==> src/cpu_defines.svh <==
`ifndef CPU_DEFINES_SVH
`define CPU_DEFINES_SVH

// datapath width, also the byte-address width.
`define CPU_WORD_W 16

// general purpose registers.
`define CPU_REG_CNT 16

// word index, taken from address bits 8:1.
`define CPU_MEM_AW 8

// words in each memory.
`define CPU_MEM_DEPTH 256

`endif

==> src/cpu_data_pkg.sv <==
`default_nettype none

`include "cpu_defines.svh"

package cpu_data_pkg;

	typedef logic [`CPU_WORD_W-1:0] word_t;
	typedef logic [$clog2(`CPU_REG_CNT)-1:0] reg_addr_t;
	typedef logic [`CPU_MEM_AW-1:0] mem_index_t;
	typedef logic [2:0] flags_t; // z, v, n from msb down.

	localparam int FLAG_Z = 2;
	localparam int FLAG_V = 1;
	localparam int FLAG_N = 0;

endpackage

`default_nettype wire

==> src/register_file.sv <==
`timescale 1ns/1ps
`default_nettype none

`include "cpu_defines.svh"

module register_file
	import cpu_data_pkg::*;
(
	input  logic      clk,
	input  logic      rst_n_i,
	input  reg_addr_t rs_addr_i,
	input  reg_addr_t rt_addr_i,
	input  reg_addr_t rd_addr_i,
	input  logic      wr_en_i,
	input  word_t     rd_data_i,
	output word_t     rs_data_o,
	output word_t     rt_data_o
);

	word_t regs [`CPU_REG_CNT];

	assign rs_data_o = (rs_addr_i == '0) ? '0 : regs[rs_addr_i];
	assign rt_data_o = (rt_addr_i == '0) ? '0 : regs[rt_addr_i];

	always_ff @(posedge clk) begin
		if (!rst_n_i) begin
			for (int i = 0; i < `CPU_REG_CNT; i++) begin
				regs[i] <= '0;
			end
		end else if (wr_en_i && (rd_addr_i != '0)) begin
			regs[rd_addr_i] <= rd_data_i; // r0 is never written.
		end
	end

endmodule

`default_nettype wire

==> config.mk <==
export PLATFORM = sky130hd
export DESIGN_NAME = register_file
export DESIGN_NICKNAME = d
export VERILOG_FILES = /design/src/cpu_data_pkg.sv /design/src/register_file.sv
export VERILOG_INCLUDE_DIRS = /design/src
export SDC_FILE = /design/constraint.sdc
export NUM_CORES = 1
export LEC_CHECK = 0
export BUFFER_PORTS_ARGS = -buffer_cell sky130_fd_sc_hd__buf_2
export CORE_AREA = 2 2 149 151
export DETAILED_ROUTE_END_ITERATION = 12
export DIE_AREA = 0 0 151 153
export PLACE_DENSITY = 0.83
export SYNTH_ARGS = -nofsm -noshare
export SYNTH_HDL_FRONTEND = slang
export SYNTH_SLANG_ARGS = --single-unit
==> constraint.sdc <==
create_clock -name clk -period 3.1 [get_ports clk]
set_clock_uncertainty 0.2 [all_clocks]
set_input_delay 0.155 -clock clk [delete_from_list [all_inputs] [get_ports clk]]
set_output_delay 0.155 -clock clk [all_outputs]
set_load 0.05 [all_outputs]
==> metrics <==
status=finished, final reports clean; Synth warnings=0; Die X=151 um; GRT overflow=0; Worst Path Arrival=2400 ps; max reg flops=241; vias in the first global route=about 9000; PostCTS Resize Cnt=0; Peak VDD IR=352 uV; total power=a little under 8 mW; Reg power frac=49.4%; Pins Over Slew Limit=0; syn nets=~960; Final ANT Viol Nets=0; Crit Path Class=flop to output pin; Mapped Area=about 0.013 mm2; biggest regs=regs (241); initial antenna violation count=0; die height=approximately 150 um; wire length per cell=about 27 um; Main synth FF type=edfxtp_1; FMAX=~0.36 GHz; I/O Pins=63; clk sink count=approximately 240; pwr/cell area=about 530 mW/mm2; post-synth top area share=between 50% and 60%; Diodes inserted=0; Switching Power=between 2 and 2.5 mW; CTS tree=built; area leader, netlist=edfxtp_1; Final Setup Violations=0; largest cells by area after synthesis=edfxtp_1 (55%), mux4_2 (11%), and2_1 (11%); Slew headroom=between 30% and 40%; first-pass GRT wire length=53600 um; FILL cells=roughly 1400; via count=approximately 8800; die area=around 0.023 mm2; share of cells above drive strength 1=roughly 25%; vias per std cell=between 6 and 7; Post-synth EDFFs=between 200 and 250; Clk pin slew, worst setup/hold paths=approximately 60 ps; internal power=5.77 mW; Worst Hold Class=input port to flop; Final Hold Vio Count=0; Clock Tree Root=clkbuf_16; CORE AREA=between 0.02 and 0.025 mm2; nets=around 1000; sw frac=about a quarter; Final period util=roughly nine tenths; clock buffer depth=3; Combinational Power Share=between 10% and 20%; CP endpoint kind=output pin; post-synthesis sequential area ratio=~55%; Clk pwr share=approximately 36%; final setup TNS=0 ps; Startpoint Class=flop; ys async rst share=0%; TritonRoute pass-1 iters=5; area grow syn2layout=12.3%; GPL Wtd Cong=~0.85; final period demand of the worst path=roughly 2800 ps; drc violations=0; drt first-iter violations=~1200; max-cap violations=0; crit-path max FO=2; Crit path required time=between 2000 and 3000 ps; #FFs+latches synth=about 240; most frequent cells in the layout=and2_1 (241), edfxtp_1 (241), mux2i_1 (105); largest net degree at the start of global routing=37; CTS Buf Count=25; Worst Max-Slew Pin Slew=about 910 ps; RSZ-0062 raised after global routing=false; wirelength, routed=about 36000 um; Mapped Cells=roughly 930; # rows=54; Reg with most FFs=regs; H-tree depth=1; Port Buffers=62; Pleak=5.41 nW; Cell variety after synth=36; synthesized area per cell=about 14 um2; HPWL after detailed placement=22400 um; gr usage total=31.5%; initial core utilization=approximately three fifths
-- layer usage --
layer	vias to the layer above	wire length (um)	GRT usage [%]
li1	3685	-	-
met4	0	1810	15.1
met3	135	3660	4.66
met5	-	0	0
met2	655	17700	52.3
met1	4331	12400	40.9
-- synth_stat cells (2+ instances only) --
library cell	number
o22ai_1	14
o21ai_0	10
and2_1	241
nor2_1	15
mux2i_1	105
mux2_2	17
nor3_4	3
inv_1	2
a2111oi_0	15
nand4b_4	2
clkbuf_1	33
a21oi_1	47
nor4_4	3
a22oi_1	15
nand2_1	3
nor3b_1	2
buf_6	3
nor2_2	9
a221o_1	15
buf_1	3
buf_2	38
edfxtp_1	241
nand2b_1	10
a211oi_1	3
buf_4	5
mux4_2	67
-- worst paths after layout --
| path | from | to | cells after the start |
|---|---|---|---|
| worst min-delay path | wr_en_i | regs[7][3] | 3 |
| worst max-delay path | regs[10][2] | rs_data_o[2] | 5 |
-- worst max-delay path, stage by stage, from the launching register on --
cell	delay [ps]
edfxtp_1	390
mux2i_1	160
o22ai_1	100
a2111oi_0	840
a21oi_1	120
buf_2	270
-- area by class of cell --
type                            instances  area [um2]  area share, %
Clock buffer                           32         652           4.42
Clock inverter                         13         103          0.696
Inverter                                2        7.51         0.0509
Multi-Input combinational cell        605        5510           37.4
Sequential cell                       241        7240           49.1
Tap cell                              280         350           2.38
Timing Repair Buffer                  123         878           5.96
-- cells by family after synthesis --
kind of cell    count (synthesis)  share of synthesized area, %
simple gates                  294                          14.7
flops                         241                          55.1
buf+inv                        85                          3.12
mux                           189                          21.0
other cells                     1                        0.0286
compound gates                121                          6.12
-- repair_timing --
| item | CTS | global route |
|---|---|---|
| hold buffers | 17 | 0 |
| buffers inserted | 0 | 0 |
| endpoints found under the hold margin | 241 | 0 |
-- power groups by stage --
| stage | clock (mW) | combinational (mW) | sequential (mW) |
|---|---|---|---|
| finish | 2.81 | 1.17 | 3.88 |
| global route | 2.94 | 1.22 | 3.90 |
| CTS | 2.81 | 1.15 | 3.87 |
| detailed placement | 0 | 1.13 | 3.94 |
| global placement | 0 | 1.12 | 3.93 |
| floorplan | 0 | 0.792 | 3.90 |
-- through the flow --
stage                     setup slack (ps)  hold slack [ps]  utilization, %  area, um2  std cells
final                                  342             81.4            68.6      14700       1296
after global routing                   262              105            68.6      14700       1296
after CTS                              428             70.5            68.6      14700       1296
after detailed placement               505              442            64.3      13800       1234
after global placement                 530              427            64.3      13800       1234
after floorplan                        551              153               -      13100        931
Note: power is estimated with default switching activity, not from simulation.
