### src/cpu_defines.svh
`ifndef CPU_DEFINES_SVH
`define CPU_DEFINES_SVH

// datapath width, also the byte-address width.
`define CPU_WORD_W 16

// general purpose registers.
`define CPU_REG_CNT 16

// word index, taken from address bits 8:1.
`define CPU_MEM_AW 8

// words in each memory.
`define CPU_MEM_DEPTH 256

`endif

### src/cpu_data_pkg.sv
`default_nettype none

`include "cpu_defines.svh"

package cpu_data_pkg;

	typedef logic [`CPU_WORD_W-1:0] word_t;
	typedef logic [$clog2(`CPU_REG_CNT)-1:0] reg_addr_t;
	typedef logic [`CPU_MEM_AW-1:0] mem_index_t;
	typedef logic [2:0] flags_t; // z, v, n from msb down.

	localparam int FLAG_Z = 2;
	localparam int FLAG_V = 1;
	localparam int FLAG_N = 0;

endpackage

`default_nettype wire

### src/cpu_memory.sv
`timescale 1ns/1ps
`default_nettype none

`include "cpu_defines.svh"

module cpu_memory
	import cpu_data_pkg::*;
(
	input  logic       clk,
	input  logic       wr_en_i,
	input  mem_index_t addr_i,
	input  word_t      wr_data_i,
	output word_t      rd_data_o
);

	word_t mem [`CPU_MEM_DEPTH];

	assign rd_data_o = mem[addr_i]; // async read.

	always_ff @(posedge clk) begin
		if (wr_en_i) begin
			mem[addr_i] <= wr_data_i;
		end
	end

endmodule

`default_nettype wire

### config.mk
export PLATFORM = sky130hd
export DESIGN_NAME = cpu_memory
export DESIGN_NICKNAME = d
export VERILOG_FILES = /design/src/cpu_data_pkg.sv /design/src/cpu_memory.sv
export VERILOG_INCLUDE_DIRS = /design/src
export SDC_FILE = /design/constraint.sdc
export NUM_CORES = 2
export LEC_CHECK = 0
export BUFFER_PORTS_ARGS = -buffer_cell sky130_fd_sc_hd__buf_2
export CAP_MARGIN = 10
export CELL_PAD_IN_SITES_DETAIL_PLACEMENT = 0
export CELL_PAD_IN_SITES_GLOBAL_PLACEMENT = 1
export CORE_ASPECT_RATIO = 2
export CORE_MARGIN = 3
export CORE_UTILIZATION = 23
export DETAILED_ROUTE_END_ITERATION = 12
export GPL_TIMING_DRIVEN = 0
export PLACE_DENSITY = 0.51
export RECOVER_POWER = 25
export SYNTH_ARGS = -nofsm -noshare
export SYNTH_HDL_FRONTEND = slang
export SYNTH_SLANG_ARGS = --single-unit
### constraint.sdc
create_clock -name clk -period 5.56 [get_ports clk]
set_input_delay 0.278 -clock clk [delete_from_list [all_inputs] [get_ports clk]]
set_output_delay 0.278 -clock clk [all_outputs]
set_load 0.03 [all_outputs]
==> parameters.txt <==
Parameter                              Value

Floorplan
  Top Ports ... 42
  Placeable Area ... 672000 um^2
  Height of the chip ... 1170 um
  Die Footprint ... 685000 um^2
  Die span in x ... 587 um
  Initial core utilization ... 0.231
  Standard-cell row count ... 426

Power and ir drop
  Power per cell area ... 339 nW/um^2
  Maximum ir drop on the vdd rail ... 0.272 mV
  Lkg Pwr ... 54.3 nW

GRT
  Vias in the first global route ... 79962
  Initial antenna violation count ... 31
  Met2 Track Usage GR ... 0.295
  Pin count of the biggest net entering global routing ... 133
  Global-route wire length before repair ... 715000 um
  GR met3 Demand/Resource ... 0.0180
  Total gr overflow ... 0
  Fraction of met1 tracks used by global routing ... 0.140
  Layer with the highest usage ... met2
  Global router's overall resource usage ... 0.152

Detailed routing
  Routed via count ... 74785
  Total wire length ... 537000 um
  Number of remaining DRC errors ... 0
  Final ANT Viol Nets ... 0
  Average routed wire per standard cell ... 32.1 um
  Detailed Routing Iterations Pass 1 ... 5
  Initial drt markers ... 6874
  Avg Vias per Cell ... 4.47

CTS
  Maximum clock insertion buffer count ... 4
  Total number of H-tree levels ... 5
  TritonCTS clock tree ... yes
  Reg clk slew, reported paths ... 0.08 ns
  CTS root buffer ... clkbuf_16
  Sinks on the clock net ... 4096
  CTS Buf Count ... 336

Finish
  Biggest register ... mem
  Number of nets at the end of the flow ... 7474
  Number of flip-flops in the largest register ... 4096
  Most used cells in the layout excluding fill and tap cells ... 4096 x edfxtp_1, 1024 x mux4_2, 502 x a22oi_1
  FILL cells ... 66238
  Share of post-route cells with drive strength above 1 ... 0.311
  Register area ... 123000 um^2
  Growth of design area from synthesis to finish ... 18.9%
  Top Registers ... mem (4096)
  Most frequent standard cell in the layout excluding fill and tap cells ... edfxtp_1
  Multi-input combinational cell area ... 31200 um^2

Worst setup path
  Launching element of the worst setup path ... addr_i[3]
  Startpoint types ... primary input
  Critical path data required time ... 5.28 ns
  Maximum fanout along the worst path ... 10
  Category of the most critical setup path ... in2out
  Data arrival, critical path ... 5.35 ns
  Worst Setup End Kind ... output pin

Min path
  Worst hold path type ... in2reg
  Critical hold path startpoint ... wr_en_i

STA
  Finish-stage setup viols ... 3
  Highest attainable clock frequency ... 0.178 GHz
  Final Max Tran Viols ... 2234
  Relative max-transition margin ... -2.07
  Min setup slack post-route ... -0.0642 ns
  Number of failing hold endpoints at the final stage ... 0
  Final critical path time including I/O delays and setup ... 5.62 ns
  Final Cycle Share ... 1.01
  Setup TNS ... -0.0924 ns
  Transition time at the pin with the least slew margin ... 4.60 ns
  Setup repair after global routing missed its margin ... false

Placed design
  Hpwl dp ... 394000 um
  Setup slack at placement ... -1.23 ns
  RePlAce Congestion ... 0.866
  Number of input and output port buffers inserted ... 37

Job
  Count of max-cap constraint violations ... 28

Synthesis
  Cell area after synthesis ... 155000 um^2
  Post-Synthesis Cells ... 6711
  Register area share after synthesis ... 0.793
  Warnings from Yosys ... 0
  Count of state elements after synthesis ... 4096
  Net Count, Synth ... 6737
  Per-instance average area after synthesis ... 23.1 um^2
  Distinct cells, synth ... 21

Status
  Violated checks ... capacitance limit, slew limit, setup timing
  Run status ... complete, but fails checks
[final timing paths]
check	to	slack [ns]	cells after the start
worst min-delay path	mem[197][0]	0.22	3
worst max-delay path	rd_data_o[11]	-0.06	11
[repair_timing]
| action | in CTS | in global routing |
|---|---|---|
| hold buffers | 16 | 0 |
| endpoints found under the hold margin | 695 | 0 |
| setup endpoints to repair | 19 | 1 |
| resized for setup | 80 | 5 |
| pin swaps | 7 | 1 |
| cloned | 0 | 0 |
| buffers inserted | 0 | 0 |
[cell usage after synthesis, drive strengths merged]
library cell | count | area [um^2]
a21oi | 256 | 1280
a22oi | 512 | 3840
and2 | 3 | 18.8
buf | 171 | 985
clkbuf | 249 | 935
edfxtp | 4096 | 123000
inv | 1 | 3.75
mux4 | 1024 | 23100
nand2 | 28 | 105
nand2b | 6 | 37.5
nand3 | 13 | 65.1
nand4 | 16 | 100
nor2 | 232 | 871
nor2b | 7 | 43.8
nor3 | 30 | 150
o41ai | 64 | 561
or2 | 2 | 12.5
or3 | 1 | 6.26
[routing by layer]
metal  vias up  wire length, um
met5         -               18
met1     41211           163000
met4         4            52300
li1      30384                -
met2      2322           300000
met3       864            20800
[kinds of logic (layout without fill, tap and decap cells)]
kind of cell | after synthesis | in the layout | synth area share
DFF | 4096 | 4096 | 0.793
muxes | 1024 | 1024 | 0.149
AOI/OAI and AO/OA | 832 | 832 | 0.0367
buffers and inverters | 421 | 1422 | 0.0124
and+or+nand+nor | 338 | 338 | 0.00909
other | 0 | 34 | 0
[per-stage QoR]
step                power (mW)  cells   util  hold WS, ns  instance area [um^2]
floorplan                 36.2   6711      -        0.377                155000
global placement          38.3  15736  0.248         1.39                167000
detailed placement        38.4  16079  0.258        0.618                173000
CTS                       63.0  16697  0.275        0.148                185000
global route              64.1  16706  0.274        0.229                184000
finish                    62.5  16734  0.274        0.223                184000
[layout make-up]
| type | instances | area share |
|---|---|---|
| timing repair buffer | 399 | 0.0308 |
| clock buffer | 377 | 0.0468 |
| multi-input combinational | 2194 | 0.169 |
| tap | 8988 | 0.0610 |
| buffer | 420 | 0.0112 |
| inverter | 1 | 0.0000204 |
| sequential | 4096 | 0.667 |
| antenna | 34 | 0.000461 |
| clock inverter | 225 | 0.0135 |
[power by group]
group / switching (mW) / leakage [nW] / total (mW) / internal (mW)
Clock: 11.5 / 5.39 / 24.8 / 13.3
Sequential: 0.0146 / 36.8 / 34.1 / 34.1
Combinational: 2.60 / 12.1 / 3.65 / 1.05
[worst max-delay path, cell delays in order]
cell	delay (ns)
clkbuf_1	0.55
and2_1	0.22
clkbuf_2	0.63
clkbuf_2	0.50
buf_8	0.21
clkbuf_1	0.73
a22oi_1	0.21
a21oi_1	0.81
o41ai_2	0.23
nand4_1	0.61
buf_2	0.33
Power figures use the tool's default switching activity.
