===== src/cpu_defines.svh =====
`ifndef CPU_DEFINES_SVH
`define CPU_DEFINES_SVH

// datapath width, also the byte-address width.
`define CPU_WORD_W 16

// general purpose registers.
`define CPU_REG_CNT 16

// word index, taken from address bits 8:1.
`define CPU_MEM_AW 8

// words in each memory.
`define CPU_MEM_DEPTH 256

`endif


===== src/cpu_data_pkg.sv =====
`default_nettype none

`include "cpu_defines.svh"

package cpu_data_pkg;

	typedef logic [`CPU_WORD_W-1:0] word_t;
	typedef logic [$clog2(`CPU_REG_CNT)-1:0] reg_addr_t;
	typedef logic [`CPU_MEM_AW-1:0] mem_index_t;
	typedef logic [2:0] flags_t; // z, v, n from msb down.

	localparam int FLAG_Z = 2;
	localparam int FLAG_V = 1;
	localparam int FLAG_N = 0;

endpackage

`default_nettype wire


===== src/cpu_isa_pkg.sv =====
`default_nettype none

package cpu_isa_pkg;

	typedef enum logic [3:0] {
		OP_ADD   = 4'b0000,
		OP_SUB   = 4'b0001,
		OP_XOR   = 4'b0010,
		OP_RSV_A = 4'b0011,
		OP_SRA   = 4'b0100,
		OP_SLL   = 4'b0101,
		OP_ROR   = 4'b0110,
		OP_RSV_B = 4'b0111,
		OP_LW    = 4'b1000,
		OP_SW    = 4'b1001,
		OP_LHB   = 4'b1010,
		OP_LLB   = 4'b1011,
		OP_B     = 4'b1100,
		OP_BR    = 4'b1101,
		OP_PCS   = 4'b1110,
		OP_HLT   = 4'b1111
	} opcode_e;

	typedef enum logic [2:0] {
		COND_NE = 3'b000,
		COND_EQ = 3'b001,
		COND_GT = 3'b010,
		COND_LT = 3'b011,
		COND_GE = 3'b100,
		COND_LE = 3'b101,
		COND_OV = 3'b110,
		COND_UN = 3'b111
	} cond_e;

	typedef enum logic [1:0] {
		WB_ALU,
		WB_MEM,
		WB_PC,
		WB_BYTE
	} wb_sel_e;

	// field positions in the instruction word.
	localparam int OPCODE_LSB = 12;
	localparam int RD_LSB     = 8;
	localparam int COND_LSB   = 9;
	localparam int RS_LSB     = 4;
	localparam int RT_LSB     = 0;

	typedef logic [8:0] br_offset_t;
	typedef logic [7:0] imm_byte_t;
	typedef logic [3:0] imm_nib_t;

endpackage

`default_nettype wire


===== src/alu_compute.sv =====
`timescale 1ns/1ps
`default_nettype none

`include "cpu_defines.svh"

module alu_compute
	import cpu_data_pkg::*;
	import cpu_isa_pkg::*;
(
	input  word_t   a_i,
	input  word_t   b_i,
	input  opcode_e opcode_i,
	output word_t   result_o,
	output word_t   addr_o,
	output flags_t  flags_o
);

	localparam int    MSB     = `CPU_WORD_W - 1;
	localparam word_t SAT_POS = {1'b0, {MSB{1'b1}}};
	localparam word_t SAT_NEG = {1'b1, {MSB{1'b0}}};

	word_t                     sum;
	word_t                     diff;
	word_t                     sum_sat;
	word_t                     diff_sat;
	logic                      sum_ovf;
	logic                      diff_ovf;
	logic                      ovf;
	logic [3:0]                shamt;
	logic [2*`CPU_WORD_W-1:0]  rot;
	word_t                     result;

	assign sum  = a_i + b_i;
	assign diff = a_i - b_i;

	assign sum_ovf  = (a_i[MSB] == b_i[MSB]) && (sum[MSB] != a_i[MSB]);
	assign diff_ovf = (a_i[MSB] != b_i[MSB]) && (diff[MSB] != a_i[MSB]);

	// clamp toward the sign of a.
	assign sum_sat  = sum_ovf ? (a_i[MSB] ? SAT_NEG : SAT_POS) : sum;
	assign diff_sat = diff_ovf ? (a_i[MSB] ? SAT_NEG : SAT_POS) : diff;

	assign shamt = b_i[3:0];
	assign rot   = {a_i, a_i} >> shamt;

	always_comb begin
		case (opcode_i)
			OP_ADD:  result = sum_sat;
			OP_SUB:  result = diff_sat;
			OP_XOR:  result = a_i ^ b_i;
			OP_SRA:  result = word_t'($signed(a_i) >>> shamt);
			OP_SLL:  result = a_i << shamt;
			OP_ROR:  result = rot[MSB:0];
			default: result = '0;
		endcase
	end

	always_comb begin
		case (opcode_i)
			OP_ADD:  ovf = sum_ovf;
			OP_SUB:  ovf = diff_ovf;
			default: ovf = 1'b0;
		endcase
	end

	assign result_o = result;

	assign flags_o[FLAG_Z] = (result == '0);
	assign flags_o[FLAG_V] = ovf;
	assign flags_o[FLAG_N] = result[MSB];

	// word aligned base plus offset in words.
	assign addr_o = {a_i[MSB:1], 1'b0} + (b_i << 1);

endmodule

`default_nettype wire


===== config.mk =====
export PLATFORM = sky130hd
export DESIGN_NAME = alu_compute
export DESIGN_NICKNAME = d
export VERILOG_FILES = /design/src/cpu_data_pkg.sv /design/src/cpu_isa_pkg.sv /design/src/alu_compute.sv
export VERILOG_INCLUDE_DIRS = /design/src
export SDC_FILE = /design/constraint.sdc
export NUM_CORES = 1
export LEC_CHECK = 0
export ABC_AREA = 1
export BUFFER_PORTS_ARGS = -buffer_cell sky130_fd_sc_hd__buf_2
export CAP_MARGIN = 20
export CORE_ASPECT_RATIO = 1.75
export CORE_MARGIN = 3
export CORE_UTILIZATION = 50
export DETAILED_ROUTE_END_ITERATION = 16
export PLACE_DENSITY = 0.73
export REMOVE_ABC_BUFFERS = 1
export SLEW_MARGIN = 20
export SYNTH_ARGS = -nofsm -noshare
export SYNTH_HDL_FRONTEND = slang
export SYNTH_SLANG_ARGS = --single-unit

===== constraint.sdc =====
create_clock -name vclk -period 10.3
set_input_delay 2.06 -clock vclk [all_inputs]
set_output_delay 2.06 -clock vclk [all_outputs]
set_load 0.01 [all_outputs]

==> impl_metrics.env <==
export IMPL_pin_count=71
export IMPL_final_area_sq_um=5280
export IMPL_slew_headroom_pct=37.0
export IMPL_placed_area_sq_um=5280
export IMPL_vias=6611
export IMPL_fin_ws_ns=1.28
export IMPL_rows=47
export IMPL_area_growth_pct=6.63
export IMPL_postCtsHoldBufs=0
export IMPL_worstMarginPinSlew_ns=0.944
export IMPL_drive_above_1_share_pct=10.9
export IMPL_via_per_inst=5.62
export IMPL_critPathArrivalTime_ns=6.96
export IMPL_finalCoreUtilization_pct=55.4
export IMPL_core_area_sq_um=9530
export IMPL_cp_end_kind="output port"
export IMPL_pre_cts_slack_ns=1.40
export IMPL_max_clock_freq_mhz=111
export IMPL_drv_cap=0
export IMPL_hp_class="in -> out"
export IMPL_grt_max_degree=37
export IMPL_finalSetupTns_ns=0
export IMPL_wl_mm=21.3
export IMPL_syn_area_per_cell_sq_um=4.86
export IMPL_cp_data_required_time_ns=8.24
export IMPL_finalHoldViolCount=0
export IMPL_antenna_found_initial=0
export IMPL_crit_fanout=33
export IMPL_wl_per_cell_microns=18.1
export IMPL_start_util_pct=51.9
export IMPL_rsz0062_at_grt="false"
export IMPL_setup_viol=0
export IMPL_grt_pass1_vias=6267
export IMPL_drc=0
export IMPL_drt_pass1_iter_count=6
export IMPL_io_buffer_count=70
export IMPL_seq_area_sq_um=0
export IMPL_ys_types=33
export IMPL_yosysSeqAreaShare_pct=0
export IMPL_dieArea_sq_um=11200
export IMPL_grt_total_usage_pct=39.0
export IMPL_syn_inst=1018
export IMPL_post_route_period_util_pct=87.6
export IMPL_clkbuf_count=0
export IMPL_final_cell_mix="nand2_1 (381), nand3_1 (172), inv_1 (132)"
export IMPL_post_cts_setup_buffer_count=0
export IMPL_ys_warn_count=0
export IMPL_p_leak_nw=3.46
export IMPL_place_congestion=1.08
export IMPL_grt_remaining_overflow=0
export IMPL_die_w_microns=81.2
export IMPL_hpwl_mm=17.3
export IMPL_ctsResizeCount=0
export IMPL_power_density_nw_per_um2=61.2
export IMPL_hold_slack_ns=4.59
export IMPL_diodes=0
export IMPL_finalCriticalPeriod_ns=9.02
export IMPL_startpoint_type="input pin"
export IMPL_synth_area_sq_um=4950
export IMPL_seq_cell_count=0
export IMPL_grt_pass1_wl_mm=32.8
export IMPL_ant_nets=0
export IMPL_final_common_cell="nand2_1"
export IMPL_status="finished, final reports clean"
export IMPL_drtIter0Drc=541
export IMPL_nets=1142
export IMPL_slew_viol_final=0
export IMPL_peakVddDrop_mv=0.0530
export IMPL_worstSetupPathType="in -> out"
export IMPL_die_y_microns=138
## metal layers
metal | global-route usage (%) | vias up | share of wire, %
met2 | 67.5 | 302 | 49
li1 | - | 3284 | -
met3 | 5.63 | 112 | 6.3
met4 | 32.5 | 0 | 11
met1 | 40.3 | 2913 | 34
met5 | 0 | - | 0
## stage by stage
step | total power, mW | cells
2_1_floorplan | 0.204 | 982
3_3_place_gp | 0.312 | 1177
3_5_place_dp | 0.312 | 1177
4_1_cts | 0.313 | 1177
5_1_grt | 0.357 | 1177
6_report | 0.323 | 1177
## synth_stat cells, types with 12 or more instances
cell type | instances | area (sq um)
a21oi_1 | 48 | 240
ha_1 | 45 | 563
inv_1 | 132 | 495
inv_2 | 13 | 48.8
nand2_1 | 381 | 1430
nand2_2 | 12 | 75.1
nand3_1 | 172 | 861
nor2_1 | 86 | 323
o21ai_0 | 17 | 85.1
xor2_1 | 18 | 158
## cell type report
cell class,instances,area [sq um]
fillers,1164,4250
repair buffers,73,373
inverters,145,544
multi-input cells,837,4210
well taps,122,153
## where the power goes
part	internal, mW	switching, mW	leakage [nW]
Combinational	0.102	0.221	3.46
Sequential	0	0	0
Clock	0	0	0
## final timing paths
check,slack (ns),cells after the start,to,startpoint
max,1.28,28,flags_o[2],b_i[2]
min,4.59,3,addr_o[1],a_i[1]
## worst max-delay path, cell delays in order
cell and delay (ns):
buf_2 0.46, inv_1 0.59, ha_1 0.62, nand2_1 0.17, nand2_1 0.06, nand2_1 0.05, nand3_1 0.15, nand2_1 0.12
nand2_1 0.06, nand2_1 0.08, nand2_1 0.06, a21oi_1 0.16, fa_1 0.45, nand2_1 0.10, nor2_1 0.05, nor2_1 0.67
inv_1 0.15, nand2_1 0.19, nand2_1 0.07, nor2_1 0.12, nor2_1 0.05, nand2_1 0.08, a21oi_2 0.04, nand2_1 0.07
nor2_1 0.04, nand2_1 0.05, nor2_1 0.04, buf_2 0.13
## logic make-up after synthesis
group                    share of synthesized area (%)
AO/OA/AOI/OAI                                     9.13
XOR/XNOR                                          3.54
adder cells (fa/ha/maj)                           13.0
buffers and inverters                             15.0
other                                           0.0758
AND/OR/NAND/NOR                                   59.3
Power figures use the tool's default switching activity.
