--- src/cpu_defines.svh ---
`ifndef CPU_DEFINES_SVH
`define CPU_DEFINES_SVH

// datapath width, also the byte-address width.
`define CPU_WORD_W 16

// general purpose registers.
`define CPU_REG_CNT 16

// word index, taken from address bits 8:1.
`define CPU_MEM_AW 8

// words in each memory.
`define CPU_MEM_DEPTH 256

`endif

--- src/cpu_data_pkg.sv ---
`default_nettype none

`include "cpu_defines.svh"

package cpu_data_pkg;

	typedef logic [`CPU_WORD_W-1:0] word_t;
	typedef logic [$clog2(`CPU_REG_CNT)-1:0] reg_addr_t;
	typedef logic [`CPU_MEM_AW-1:0] mem_index_t;
	typedef logic [2:0] flags_t; // z, v, n from msb down.

	localparam int FLAG_Z = 2;
	localparam int FLAG_V = 1;
	localparam int FLAG_N = 0;

endpackage

`default_nettype wire

--- src/cpu_isa_pkg.sv ---
`default_nettype none

package cpu_isa_pkg;

	typedef enum logic [3:0] {
		OP_ADD   = 4'b0000,
		OP_SUB   = 4'b0001,
		OP_XOR   = 4'b0010,
		OP_RSV_A = 4'b0011,
		OP_SRA   = 4'b0100,
		OP_SLL   = 4'b0101,
		OP_ROR   = 4'b0110,
		OP_RSV_B = 4'b0111,
		OP_LW    = 4'b1000,
		OP_SW    = 4'b1001,
		OP_LHB   = 4'b1010,
		OP_LLB   = 4'b1011,
		OP_B     = 4'b1100,
		OP_BR    = 4'b1101,
		OP_PCS   = 4'b1110,
		OP_HLT   = 4'b1111
	} opcode_e;

	typedef enum logic [2:0] {
		COND_NE = 3'b000,
		COND_EQ = 3'b001,
		COND_GT = 3'b010,
		COND_LT = 3'b011,
		COND_GE = 3'b100,
		COND_LE = 3'b101,
		COND_OV = 3'b110,
		COND_UN = 3'b111
	} cond_e;

	typedef enum logic [1:0] {
		WB_ALU,
		WB_MEM,
		WB_PC,
		WB_BYTE
	} wb_sel_e;

	// field positions in the instruction word.
	localparam int OPCODE_LSB = 12;
	localparam int RD_LSB     = 8;
	localparam int COND_LSB   = 9;
	localparam int RS_LSB     = 4;
	localparam int RT_LSB     = 0;

	typedef logic [8:0] br_offset_t;
	typedef logic [7:0] imm_byte_t;
	typedef logic [3:0] imm_nib_t;

endpackage

`default_nettype wire

--- src/instruction_decode.sv ---
`timescale 1ns/1ps
`default_nettype none

`include "cpu_defines.svh"

module instruction_decode
	import cpu_data_pkg::*;
	import cpu_isa_pkg::*;
(
	input  word_t      instr_i,
	output opcode_e    opcode_o,
	output cond_e      cond_o,
	output reg_addr_t  rs_addr_o,
	output reg_addr_t  rt_addr_o,
	output reg_addr_t  rd_addr_o,
	output word_t      imm_o,
	output imm_byte_t  byte_o,
	output br_offset_t offset_o,
	output logic       use_imm_o,
	output logic       reg_wr_o,
	output logic       mem_wr_o,
	output logic       flag_wr_o,
	output logic       halt_o,
	output wb_sel_e    wb_sel_o
);

	localparam int RA_W = $bits(reg_addr_t);

	opcode_e   opcode;
	reg_addr_t rd_field;
	reg_addr_t rs_field;
	reg_addr_t rt_field;
	imm_nib_t  imm_field;

	assign opcode    = opcode_e'(instr_i[OPCODE_LSB +: $bits(opcode_e)]);
	assign rd_field  = instr_i[RD_LSB +: RA_W];
	assign rs_field  = instr_i[RS_LSB +: RA_W];
	assign rt_field  = instr_i[RT_LSB +: RA_W];
	assign imm_field = instr_i[RT_LSB +: $bits(imm_nib_t)];

	assign opcode_o  = opcode;
	assign cond_o    = cond_e'(instr_i[COND_LSB +: $bits(cond_e)]);
	assign rd_addr_o = rd_field;
	assign rs_addr_o = ((opcode == OP_LHB) || (opcode == OP_LLB)) ? rd_field : rs_field;
	assign rt_addr_o = (opcode == OP_SW) ? rd_field : rt_field; // sw reads its store data here.
	assign imm_o     = {{(`CPU_WORD_W-$bits(imm_nib_t)){imm_field[$bits(imm_nib_t)-1]}},
		imm_field};
	assign byte_o    = instr_i[$bits(imm_byte_t)-1:0];
	assign offset_o  = instr_i[$bits(br_offset_t)-1:0];

	always_comb begin
		use_imm_o = 1'b0;
		reg_wr_o  = 1'b0;
		mem_wr_o  = 1'b0;
		flag_wr_o = 1'b0;
		halt_o    = 1'b0;
		wb_sel_o  = WB_ALU;
		case (opcode)
			OP_ADD, OP_SUB, OP_XOR: begin
				reg_wr_o  = 1'b1;
				flag_wr_o = 1'b1;
			end
			OP_SRA, OP_SLL, OP_ROR: begin
				reg_wr_o  = 1'b1;
				flag_wr_o = 1'b1;
				use_imm_o = 1'b1; // shift amount.
			end
			OP_LW: begin
				reg_wr_o  = 1'b1;
				use_imm_o = 1'b1;
				wb_sel_o  = WB_MEM;
			end
			OP_SW: begin
				mem_wr_o  = 1'b1;
				use_imm_o = 1'b1;
			end
			OP_LHB, OP_LLB: begin
				reg_wr_o = 1'b1;
				wb_sel_o = WB_BYTE;
			end
			OP_PCS: begin
				reg_wr_o = 1'b1;
				wb_sel_o = WB_PC;
			end
			OP_HLT: halt_o = 1'b1;
			default: ; // branches and reserved codes write nothing.
		endcase
	end

endmodule

`default_nettype wire

--- config.mk ---
export PLATFORM = sky130hd
export DESIGN_NAME = instruction_decode
export DESIGN_NICKNAME = d
export VERILOG_FILES = /design/src/cpu_data_pkg.sv /design/src/cpu_isa_pkg.sv /design/src/instruction_decode.sv
export VERILOG_INCLUDE_DIRS = /design/src
export SDC_FILE = /design/constraint.sdc
export NUM_CORES = 1
export LEC_CHECK = 0
export BUFFER_PORTS_ARGS = -buffer_cell sky130_fd_sc_hd__buf_2
export CAP_MARGIN = 0
export CORE_ASPECT_RATIO = 1.25
export CORE_MARGIN = 5
export CORE_UTILIZATION = 29
export DETAILED_ROUTE_END_ITERATION = 10
export PLACE_DENSITY = 0.79
export SYNTH_ARGS = -nofsm -noshare
export SYNTH_HDL_FRONTEND = slang
export SYNTH_SLANG_ARGS = --single-unit
--- constraint.sdc ---
create_clock -name vclk -period 1.5
set_clock_uncertainty 0.15 [all_clocks]
set_input_delay 0.3 -clock vclk [all_inputs]
set_output_delay 0.3 -clock vclk [all_outputs]
set_load 0.01 [all_outputs]
==> impl_results.md <==
- GRT Residual Overflow: 0
- Synthesized cell area: 546.8 µm²
- Gr usage total: 0.09869
- Ports: 75
- Seq/Total Area, Yosys: 0
- Initial DRC Count: 0
- Drt via density: 4.310
- Seq cells: 0
- Final period util: 1.168
- First-pass GRT wire length: ~2400 µm
- RSZ-0062 raised after global routing: true
- Setup WS pre-CTS: -0.3160 ns
- Hold Vio Cnt, Final: 0
- Clock buffer cells: 0
- Peak supply drop: 151.5 µV
- Violated checks: negative setup slack
- Syn Inst Count: 69
- FF+latch area: 0 µm²
- Max-cap violations: 0
- Syn Nets: 85
- P&R area growth vs syn: 47.83%
- CP startpoint kind: input port
- Number of library cell types mapped by synthesis: 15
- Hold Path Class: input port to output pin
- Die ar.: about 0.0029 mm²
- Vias in the first global route: between 500 and 600
- GP Congestion: 0.7234
- Starting density of the core: 0.3060
- Initial antenna violation count: 0
- Power Dens Cells: about 350 mW/mm²
- Status: finished, violations left
- WP data required: between 1 and 1.5 ns
- Drt drc: 0
- Layout Cells excl Fill: about 130
- Inst Count DP: 126
- Worst Path Class, Setup: input port to output pin
- Placed instance area: a little under 700 µm²
- Worst slew pin tran: roughly 0.17 ns
- Max-slew violation count: 0
- Core ar.: around 0.0018 mm²
- Leakage: 0.4937 nW
- DRT antenna net count: 0
- Fmax: about 570 MHz
- Row Count: 17
- DIE HEIGHT: between 50 and 60 µm
- Design area: 808.3 µm²
- CP max FO: 2
- Number of diodes: 0
- Count of final setup violators: 11
- Total Wirelength: around 1600 µm
- YS warnings: 0
- Endpoint arrival time on the critical path: approximately 1.3 ns
- Utilization after layout: 0.4524
- Period minus WS final: between 1.5 and 2 ns
- Routed vias: between 500 and 600
- WL/cell: ~12 µm
- DIE WIDTH: roughly 50 µm
- Nets@finish: approximately 130
- Slew margin rel.: 0.8836
- Syn Area/Cell: between 7 and 8 µm²
- Drt pass-1 iters: 1
- Setup_tns: -2.090 ns
- PnR worst setup slack: -0.2515 ns
- Largest net degree at the start of global routing: 16
- HPWL Detailed: around 1300 µm
- Port Buffer Count: between 70 and 80
- Share of cells above drive strength 1: 0.9273
- Fill cells: 180
- Critical Path End Type: output pin
-- worst max-delay path, cell delays in order --
cell,delay [ns]
buf_8,0.09
nand2b_4,0.14
nor3b_4,0.20
buf_4,0.15
mux2_4,0.30
buf_6,0.12
-- cell type report --
type,instances,area (µm²),share of cell area
Multi-Input combinational cell,23,236.5,0.2926
Timing Repair Buffer,86,544.3,0.6734
Tap cell,19,23.77,0.02941
Inverter,1,3.754,0.004644
-- path summary, 6_finish.rpt --
check                    from            to  slack (ns)  cells after the start
setup / recovery  instr_i[14]  rt_addr_o[2]       -0.25                      6
hold / removal     instr_i[5]     byte_o[5]        0.67                      2
-- report_power, final --
part / internal (mW) / switching (mW) / total, mW
clock network: 0 / 0 / 0
registers: 0 / 0 / 0
logic: 0.152 / 0.130 / 0.282
-- through the flow --
stage               hold slack, ns  power [mW]
floorplan                   0.4941      0.1849
global placement            0.6612      0.2377
detailed placement          0.6659      0.2413
CTS                         0.6659      0.2845
global route                0.6800      0.3029
finish                      0.6651      0.2817
-- metal layers --
layer	share of wire	vias up	global-route usage
li1	-	262	-
met1	0.30	236	0.08030
met2	0.51	58	0.2201
met3	0.19	0	0.04304
met4	0	0	0
met5	0	-	0
-- cells in the mapped netlist (all sizes together) --
master	instances	share of area
inv	1	0.0069
a21oi	4	0.037
buf	45	0.62
and2	1	0.011
or2	2	0.023
nand2b	2	0.023
nand2	2	0.018
nor2	1	0.0069
o22ai	2	0.023
nor3b	1	0.034
mux2	8	0.19
-- layout by cell type (no fill, tap or decap) --
cell and n:
nand2_2 1, inv_2 1, o22ai_1 2, a21oi_1 2, and2_1 1, a21oi_2 2
buf_4 9, nand2b_1 1, nor2_1 1, nand2_1 1, mux2_4 8, buf_8 1
or2_4 2, nor3b_4 1, nand2b_4 1, buf_2 63, buf_6 13
-- what timing repair did --
| item | CTS | global route |
|---|---|---|
| pin swaps | 5 | 2 |
| hold buffers | 0 | 0 |
| resized for setup | 23 | 0 |
| endpoints found under the hold margin | 0 | 0 |
| setup buffers | 3 | 0 |
| setup endpoints to repair | 10 | 12 |
-- kinds of logic after synthesis --
kind of cell,after synthesis,synth area share
buffers and inverters,46,0.6316
and+or+nand+nor,9,0.1167
muxes,8,0.1922
AOI/OAI and AO/OA,6,0.05949
No activity file was read; power rests on OpenSTA's default activity.
