==> src/cpu_defines.svh <==
`ifndef CPU_DEFINES_SVH
`define CPU_DEFINES_SVH

// datapath width, also the byte-address width.
`define CPU_WORD_W 16

// general purpose registers.
`define CPU_REG_CNT 16

// word index, taken from address bits 8:1.
`define CPU_MEM_AW 8

// words in each memory.
`define CPU_MEM_DEPTH 256

`endif

==> src/cpu_data_pkg.sv <==
`default_nettype none

`include "cpu_defines.svh"

package cpu_data_pkg;

	typedef logic [`CPU_WORD_W-1:0] word_t;
	typedef logic [$clog2(`CPU_REG_CNT)-1:0] reg_addr_t;
	typedef logic [`CPU_MEM_AW-1:0] mem_index_t;
	typedef logic [2:0] flags_t; // z, v, n from msb down.

	localparam int FLAG_Z = 2;
	localparam int FLAG_V = 1;
	localparam int FLAG_N = 0;

endpackage

`default_nettype wire

==> src/cpu_isa_pkg.sv <==
`default_nettype none

package cpu_isa_pkg;

	typedef enum logic [3:0] {
		OP_ADD   = 4'b0000,
		OP_SUB   = 4'b0001,
		OP_XOR   = 4'b0010,
		OP_RSV_A = 4'b0011,
		OP_SRA   = 4'b0100,
		OP_SLL   = 4'b0101,
		OP_ROR   = 4'b0110,
		OP_RSV_B = 4'b0111,
		OP_LW    = 4'b1000,
		OP_SW    = 4'b1001,
		OP_LHB   = 4'b1010,
		OP_LLB   = 4'b1011,
		OP_B     = 4'b1100,
		OP_BR    = 4'b1101,
		OP_PCS   = 4'b1110,
		OP_HLT   = 4'b1111
	} opcode_e;

	typedef enum logic [2:0] {
		COND_NE = 3'b000,
		COND_EQ = 3'b001,
		COND_GT = 3'b010,
		COND_LT = 3'b011,
		COND_GE = 3'b100,
		COND_LE = 3'b101,
		COND_OV = 3'b110,
		COND_UN = 3'b111
	} cond_e;

	typedef enum logic [1:0] {
		WB_ALU,
		WB_MEM,
		WB_PC,
		WB_BYTE
	} wb_sel_e;

	// field positions in the instruction word.
	localparam int OPCODE_LSB = 12;
	localparam int RD_LSB     = 8;
	localparam int COND_LSB   = 9;
	localparam int RS_LSB     = 4;
	localparam int RT_LSB     = 0;

	typedef logic [8:0] br_offset_t;
	typedef logic [7:0] imm_byte_t;
	typedef logic [3:0] imm_nib_t;

endpackage

`default_nettype wire

==> src/pc_control.sv <==
`timescale 1ns/1ps
`default_nettype none

`include "cpu_defines.svh"

module pc_control
	import cpu_data_pkg::*;
	import cpu_isa_pkg::*;
(
	input  word_t      pc_i,
	input  word_t      rs_data_i,
	input  br_offset_t offset_i,
	input  opcode_e    opcode_i,
	input  cond_e      cond_i,
	input  flags_t     flags_i,
	output word_t      pc_next_o
);

	logic  flag_z;
	logic  flag_v;
	logic  flag_n;
	logic  cond_met;
	word_t pc_plus2;
	word_t offset_ext;
	word_t rel_target;

	assign flag_z = flags_i[FLAG_Z];
	assign flag_v = flags_i[FLAG_V];
	assign flag_n = flags_i[FLAG_N];

	assign pc_plus2   = pc_i + word_t'(2);
	assign offset_ext = {{(`CPU_WORD_W-$bits(br_offset_t)){offset_i[$bits(br_offset_t)-1]}},
		offset_i};
	assign rel_target = pc_plus2 + (offset_ext << 1); // offset counts words.

	always_comb begin
		case (cond_i)
			COND_NE: cond_met = ~flag_z;
			COND_EQ: cond_met = flag_z;
			COND_GT: cond_met = ~flag_z & ~flag_n;
			COND_LT: cond_met = flag_n;
			COND_GE: cond_met = (~flag_z & ~flag_n) | flag_z;
			COND_LE: cond_met = flag_n | flag_z;
			COND_OV: cond_met = flag_v;
			COND_UN: cond_met = 1'b1;
			default: cond_met = 1'b0;
		endcase
	end

	always_comb begin
		case (opcode_i)
			OP_B:    pc_next_o = cond_met ? rel_target : pc_plus2;
			OP_BR:   pc_next_o = cond_met ? rs_data_i : pc_plus2;
			OP_HLT:  pc_next_o = pc_i; // stay on the halt.
			default: pc_next_o = pc_plus2;
		endcase
	end

endmodule

`default_nettype wire

==> config.mk <==
export PLATFORM = sky130hd
export DESIGN_NAME = pc_control
export DESIGN_NICKNAME = d
export VERILOG_FILES = /design/src/cpu_data_pkg.sv /design/src/cpu_isa_pkg.sv /design/src/pc_control.sv
export VERILOG_INCLUDE_DIRS = /design/src
export SDC_FILE = /design/constraint.sdc
export NUM_CORES = 1
export LEC_CHECK = 0
export BUFFER_PORTS_ARGS = -buffer_cell sky130_fd_sc_hd__buf_2
export CAP_MARGIN = 20
export CORE_UTILIZATION = 46
export DETAILED_ROUTE_END_ITERATION = 7
export PLACE_DENSITY_LB_ADDON = 0.25
export SLEW_MARGIN = 0
export SYNTH_ARGS = -nofsm -noshare
export SYNTH_HDL_FRONTEND = slang
export SYNTH_SLANG_ARGS = --single-unit
==> constraint.sdc <==
create_clock -name vclk -period 3.3
set_input_delay 0.33 -clock vclk [all_inputs]
set_output_delay 0.33 -clock vclk [all_outputs]
set_load 0.01 [all_outputs]
==> impl_metrics.env, run 1 <==
export IMPL_nNetsFinal=373
export IMPL_synth_top_area_cell="ha_1"
export IMPL_hold_violations=0
export IMPL_fin_crit_sh=0.981
export IMPL_syn_avg_cell_area_um2=6.99
export IMPL_placedCellCount=344
export IMPL_fin_ws_ns=0.0630
export IMPL_yosysSeqAreaShare=0
export IMPL_ys_top_cells_by_area="ha_1, xnor2_1, a21oi_1"
export IMPL_final_cell_mix="buf_2, buf_4, a21oi_1"
export IMPL_finalSetupViolCount=0
export IMPL_area_growth_pct=50.7
export IMPL_dpl_hpwl_mm=3.73
export IMPL_yosysUniqueCellTypes=55
export IMPL_syn_inst=210
export IMPL_drc=0
export IMPL_drv_cap=0
export IMPL_nClkBuffers=0
export IMPL_cellPowerDensity_nw_per_um2=165
export IMPL_outcome="finished clean"
export IMPL_numPortBuffers=67
export IMPL_drive_gt1_frac=0.422
export IMPL_syn_cell_area_um2=1470
export IMPL_end_kind="output pin"
export IMPL_ys_warn_count=0
export IMPL_fmax_mhz=309
export IMPL_die_w_um=58.5
export IMPL_tightest_slew_ns=0.707
export IMPL_dieArea_um2=3420
export IMPL_maxSlewViolCount=0
export IMPL_path_max_fanout=4
export IMPL_antenna_left=0
export IMPL_synth_top_area_frac=0.136
export IMPL_worst_ep_arrival_time_ns=2.91
export IMPL_register_area_um2=0
export IMPL_grt_pass1_vias=1721
export IMPL_via_count=2050
export IMPL_gp_congestion=0.929
export IMPL_required_ns=2.97
export IMPL_core_um2=3050
export IMPL_avgViaCountPerCell=5.91
export IMPL_vdd_drop_max_uv=95.3
export IMPL_ios=67
export IMPL_worst_setup_path_start_kind="primary input"
export IMPL_wl_per_cell_um=14.5
export IMPL_start_util=0.481
export IMPL_seq_cells=0
export IMPL_dr_first_iter_drc_count=129
export IMPL_antenna_found_initial=0
export IMPL_die_h_um=58.5
export IMPL_grt_pass1_wl_mm=7.51
export IMPL_grt_use_total=0.273
export IMPL_wirelength_mm=5.03
export IMPL_pre_cts_ws_ns=-0.118
export IMPL_timing_slew_headroom=0.527
export IMPL_p_leak_nw=1.03
export IMPL_final_cells=347
export IMPL_post_route_min_period_ns=3.24
export IMPL_rows=20
export IMPL_grt_start_max_net_pins=16
export IMPL_hold_buffers=0
export IMPL_overflow=0
export IMPL_num_antenna_cells=0
export IMPL_final_common_cell="buf_2"
export IMPL_syn_num_nets=278
export IMPL_firstDrtPassIters=5
export IMPL_worst_setup_path_type="primary input to output pin"
export IMPL_hp_class="primary input to output pin"
area by class of cell:
class	instances	area, um2
well taps	44	55.1
repair buffers	101	614
fillers	267	840
multi-input cells	197	1530
inverters	5	18.8
synthesized netlist by cell type, drive strengths merged (3+ instances only):
| master | instances |
|---|---|
| nand2b | 3 |
| buf | 3 |
| a21oi | 23 |
| a222oi | 6 |
| clkbuf | 5 |
| xor2 | 9 |
| nor2 | 13 |
| nor3 | 5 |
| or3 | 3 |
| o211ai | 3 |
| xnor2 | 15 |
| inv | 5 |
| o21bai | 3 |
| a221o | 4 |
| nand2 | 20 |
| ha | 16 |
| a21o | 6 |
| and3 | 5 |
| and2 | 5 |
| nand3 | 8 |
| o21ai | 16 |
cell families after synthesis:
kind of cell,share of synthesized area
buffers and inverters,0.0409
AO/OA/AOI/OAI,0.394
AND/OR/NAND/NOR,0.257
multiplexers,0.0153
XOR/XNOR,0.143
adder cells (fa/ha/maj),0.150
through the flow:
stage / TNS, ns / total power, W / util / hold WS, ns / instance area (um2)
2_1_floorplan: 0 / 0.000207 / - / 0.762 / 1470
4_1_cts: 0 / 0.000344 / 0.689 / 0.947 / 2100
5_1_grt: -0.0616 / 0.000399 / 0.725 / 0.958 / 2210
3_5_place_dp: -0.223 / 0.000333 / 0.672 / 0.944 / 2050
6_report: 0 / 0.000365 / 0.725 / 0.944 / 2210
3_3_place_gp: -0.104 / 0.000331 / 0.672 / 0.944 / 2050
critical path: stages:
cell,delay [ns]
buf_6,0.09
nand3_2,0.08
nor2_2,0.12
buf_6,0.14
xor2_2,0.18
ha_4,0.23
and2_4,0.14
or3_4,0.36
o21a_1,0.22
or3_4,0.38
a21oi_2,0.13
xnor2_1,0.08
a221o_1,0.28
buf_2,0.14
repair_timing:
action | CTS | global route
hold endpoints to repair | 0 | 0
gates cloned | 0 | 0
setup buffers | 2 | 2
resized for setup | 10 | 19
endpoints found under the setup margin | 3 | 4
pin swaps | 9 | 16
layer usage:
layer	GRT usage	vias up	wire, um
li1	-	1007	-
met1	0.370	949	2160
met2	0.479	85	2410
met3	0.0154	9	372
met4	0.0510	0	83
met5	0	-	0
worst paths after layout:
| kind | cells after the start | end | from | slack, ns |
|---|---|---|---|---|
| max | 14 | pc_next_o[13] | pc_i[3] | 0.06 |
| min | 3 | pc_next_o[6] | rs_data_i[6] | 0.94 |
report_power, final:
| group | leakage [nW] | internal, W | switching [W] |
|---|---|---|---|
| logic | 1.03 | 0.000182 | 0.000182 |
| registers | 0 | 0 | 0 |
| clock network | 0 | 0 | 0 |
Power figures use the tool's default switching activity.
==> run 2, diff against run 1 <==
CORE_UTILIZATION = 53   (was 46)
clock period = 4 ns   (was 3.3 ns; I/O delays follow)
==> run 2 against run 1 <==
  * Largest cell class unchanged
  * Final cell count decreased by 13%
  * First-iteration DRC count decreased by 44%
  * Via count decreased by 6.5%
  * Combinational power decreased by 31%
  * Wire length decreased by 13%
  * Hold slack improved by 0.15 ns
  * Critical endpoint is now pc_next_o[15]
  * Power decreased by 31%
==> impl_metrics.env, run 2 (same netlist as run 1, synthesis figures left out) <==
export IMPL_worst_setup_path_start_kind="primary input"
export IMPL_final_common_cell="buf_2"
export IMPL_path_max_fanout=6
export IMPL_dr_first_iter_drc_count=72
export IMPL_vdd_drop_max_uv=93.9
export IMPL_antenna_found_initial=0
export IMPL_antenna_left=0
export IMPL_drc=0
export IMPL_dpl_hpwl_mm=3.46
export IMPL_p_leak_nw=0.853
export IMPL_final_util=0.716
export IMPL_nNetsFinal=342
export IMPL_grt_pass1_wl_mm=6.64
export IMPL_area_growth_pct=24.1
export IMPL_tightest_slew_ns=0.779
export IMPL_gp_congestion=0.911
export IMPL_ios=67
export IMPL_core_um2=2540
export IMPL_timing_slew_headroom=0.481
export IMPL_overflow=0
export IMPL_fill_cells=240
export IMPL_fin_ws_ns=0.318
export IMPL_final_cell_mix="buf_2, a21oi_1, nand2_1"
export IMPL_avgViaCountPerCell=6.35
export IMPL_die_h_um=54.6
export IMPL_hp_class="primary input to output pin"
export IMPL_timing_setup_tns_ns=0
export IMPL_wl_per_cell_um=14.4
export IMPL_drv_cap=0
export IMPL_dieArea_um2=2990
export IMPL_numPortBuffers=67
export IMPL_grt_start_max_net_pins=16
export IMPL_seq_cells=0
export IMPL_num_antenna_cells=0
export IMPL_pre_cts_ws_ns=0.349
export IMPL_critical_path_startpoint="pc_i[1]"
export IMPL_rsz0062_at_grt="false"
export IMPL_end_kind="output pin"
export IMPL_cts_repair_resized=0
export IMPL_grt_use_total=0.299
export IMPL_worstHoldStart="rs_data_i[6]"
export IMPL_grt_pass1_vias=1560
export IMPL_post_cts_buffers=0
export IMPL_outcome="finished clean"
export IMPL_nClkBuffers=0
export IMPL_fin_crit_sh=0.921
export IMPL_drive_gt1_frac=0.298
export IMPL_maxSlewViolCount=0
export IMPL_start_util=0.577
export IMPL_wirelength_mm=4.35
export IMPL_rows=18
export IMPL_worst_ep_arrival_time_ns=3.28
export IMPL_required_ns=3.60
export IMPL_finalSetupViolCount=0
export IMPL_die_w_um=54.6
export IMPL_post_route_min_period_ns=3.68
export IMPL_firstDrtPassIters=4
export IMPL_register_area_um2=0
export IMPL_hold_violations=0
export IMPL_worst_setup_path_type="primary input to output pin"
export IMPL_cellPowerDensity_nw_per_um2=138
export IMPL_hold_buffers=0
export IMPL_fmax_mhz=272
export IMPL_via_count=1917
run 2: where the power goes:
part           internal, W  total [W]  switching [W]
sequential               0          0              0
combinational     0.000116   0.000252       0.000137
clock                    0          0              0
run 2: critical path, cell delays in order:
cell and delay, ns:
buf_2 0.14, ha_1 0.20, nand3_1 0.13, nor2_1 0.21, nand3_1 0.18, xnor2_1 0.16
ha_1 0.33, and2_4 0.17, and4_1 0.19, o21a_1 0.13, o41a_1 0.41, and2_1 0.18
a311o_1 0.34, buf_2 0.14
run 2: path summary, 6_finish.rpt:
kind,endpoint,slack (ns),depth (start not counted)
setup / recovery,pc_next_o[15],0.32,14
hold / removal,pc_next_o[6],1.09,3
run 2: layout make-up:
cell class | instances | area (um2) | share of cell area
multi-input combinational | 197 | 1410 | 0.773
timing repair buffer | 70 | 358 | 0.196
tap | 30 | 37.5 | 0.0206
inverter | 5 | 18.8 | 0.0103
run 2: stage by stage:
step	area (um2)	total power, W	std cells	hold slack, ns
2_1_floorplan	1470	0.000171	210	0.902
3_3_place_gp	1820	0.000246	302	1.09
3_5_place_dp	1820	0.000249	302	1.09
4_1_cts	1820	0.000250	302	1.09
5_1_grt	1820	0.000282	302	1.11
6_report	1820	0.000252	302	1.09
run 2: per-layer routing:
metal	vias up	wire [um]	global-route usage
li1	938	-	-
met1	882	1830	0.395
met2	94	2130	0.544
met3	3	359	0.00833
met4	0	31	0.0342
met5	-	0	0
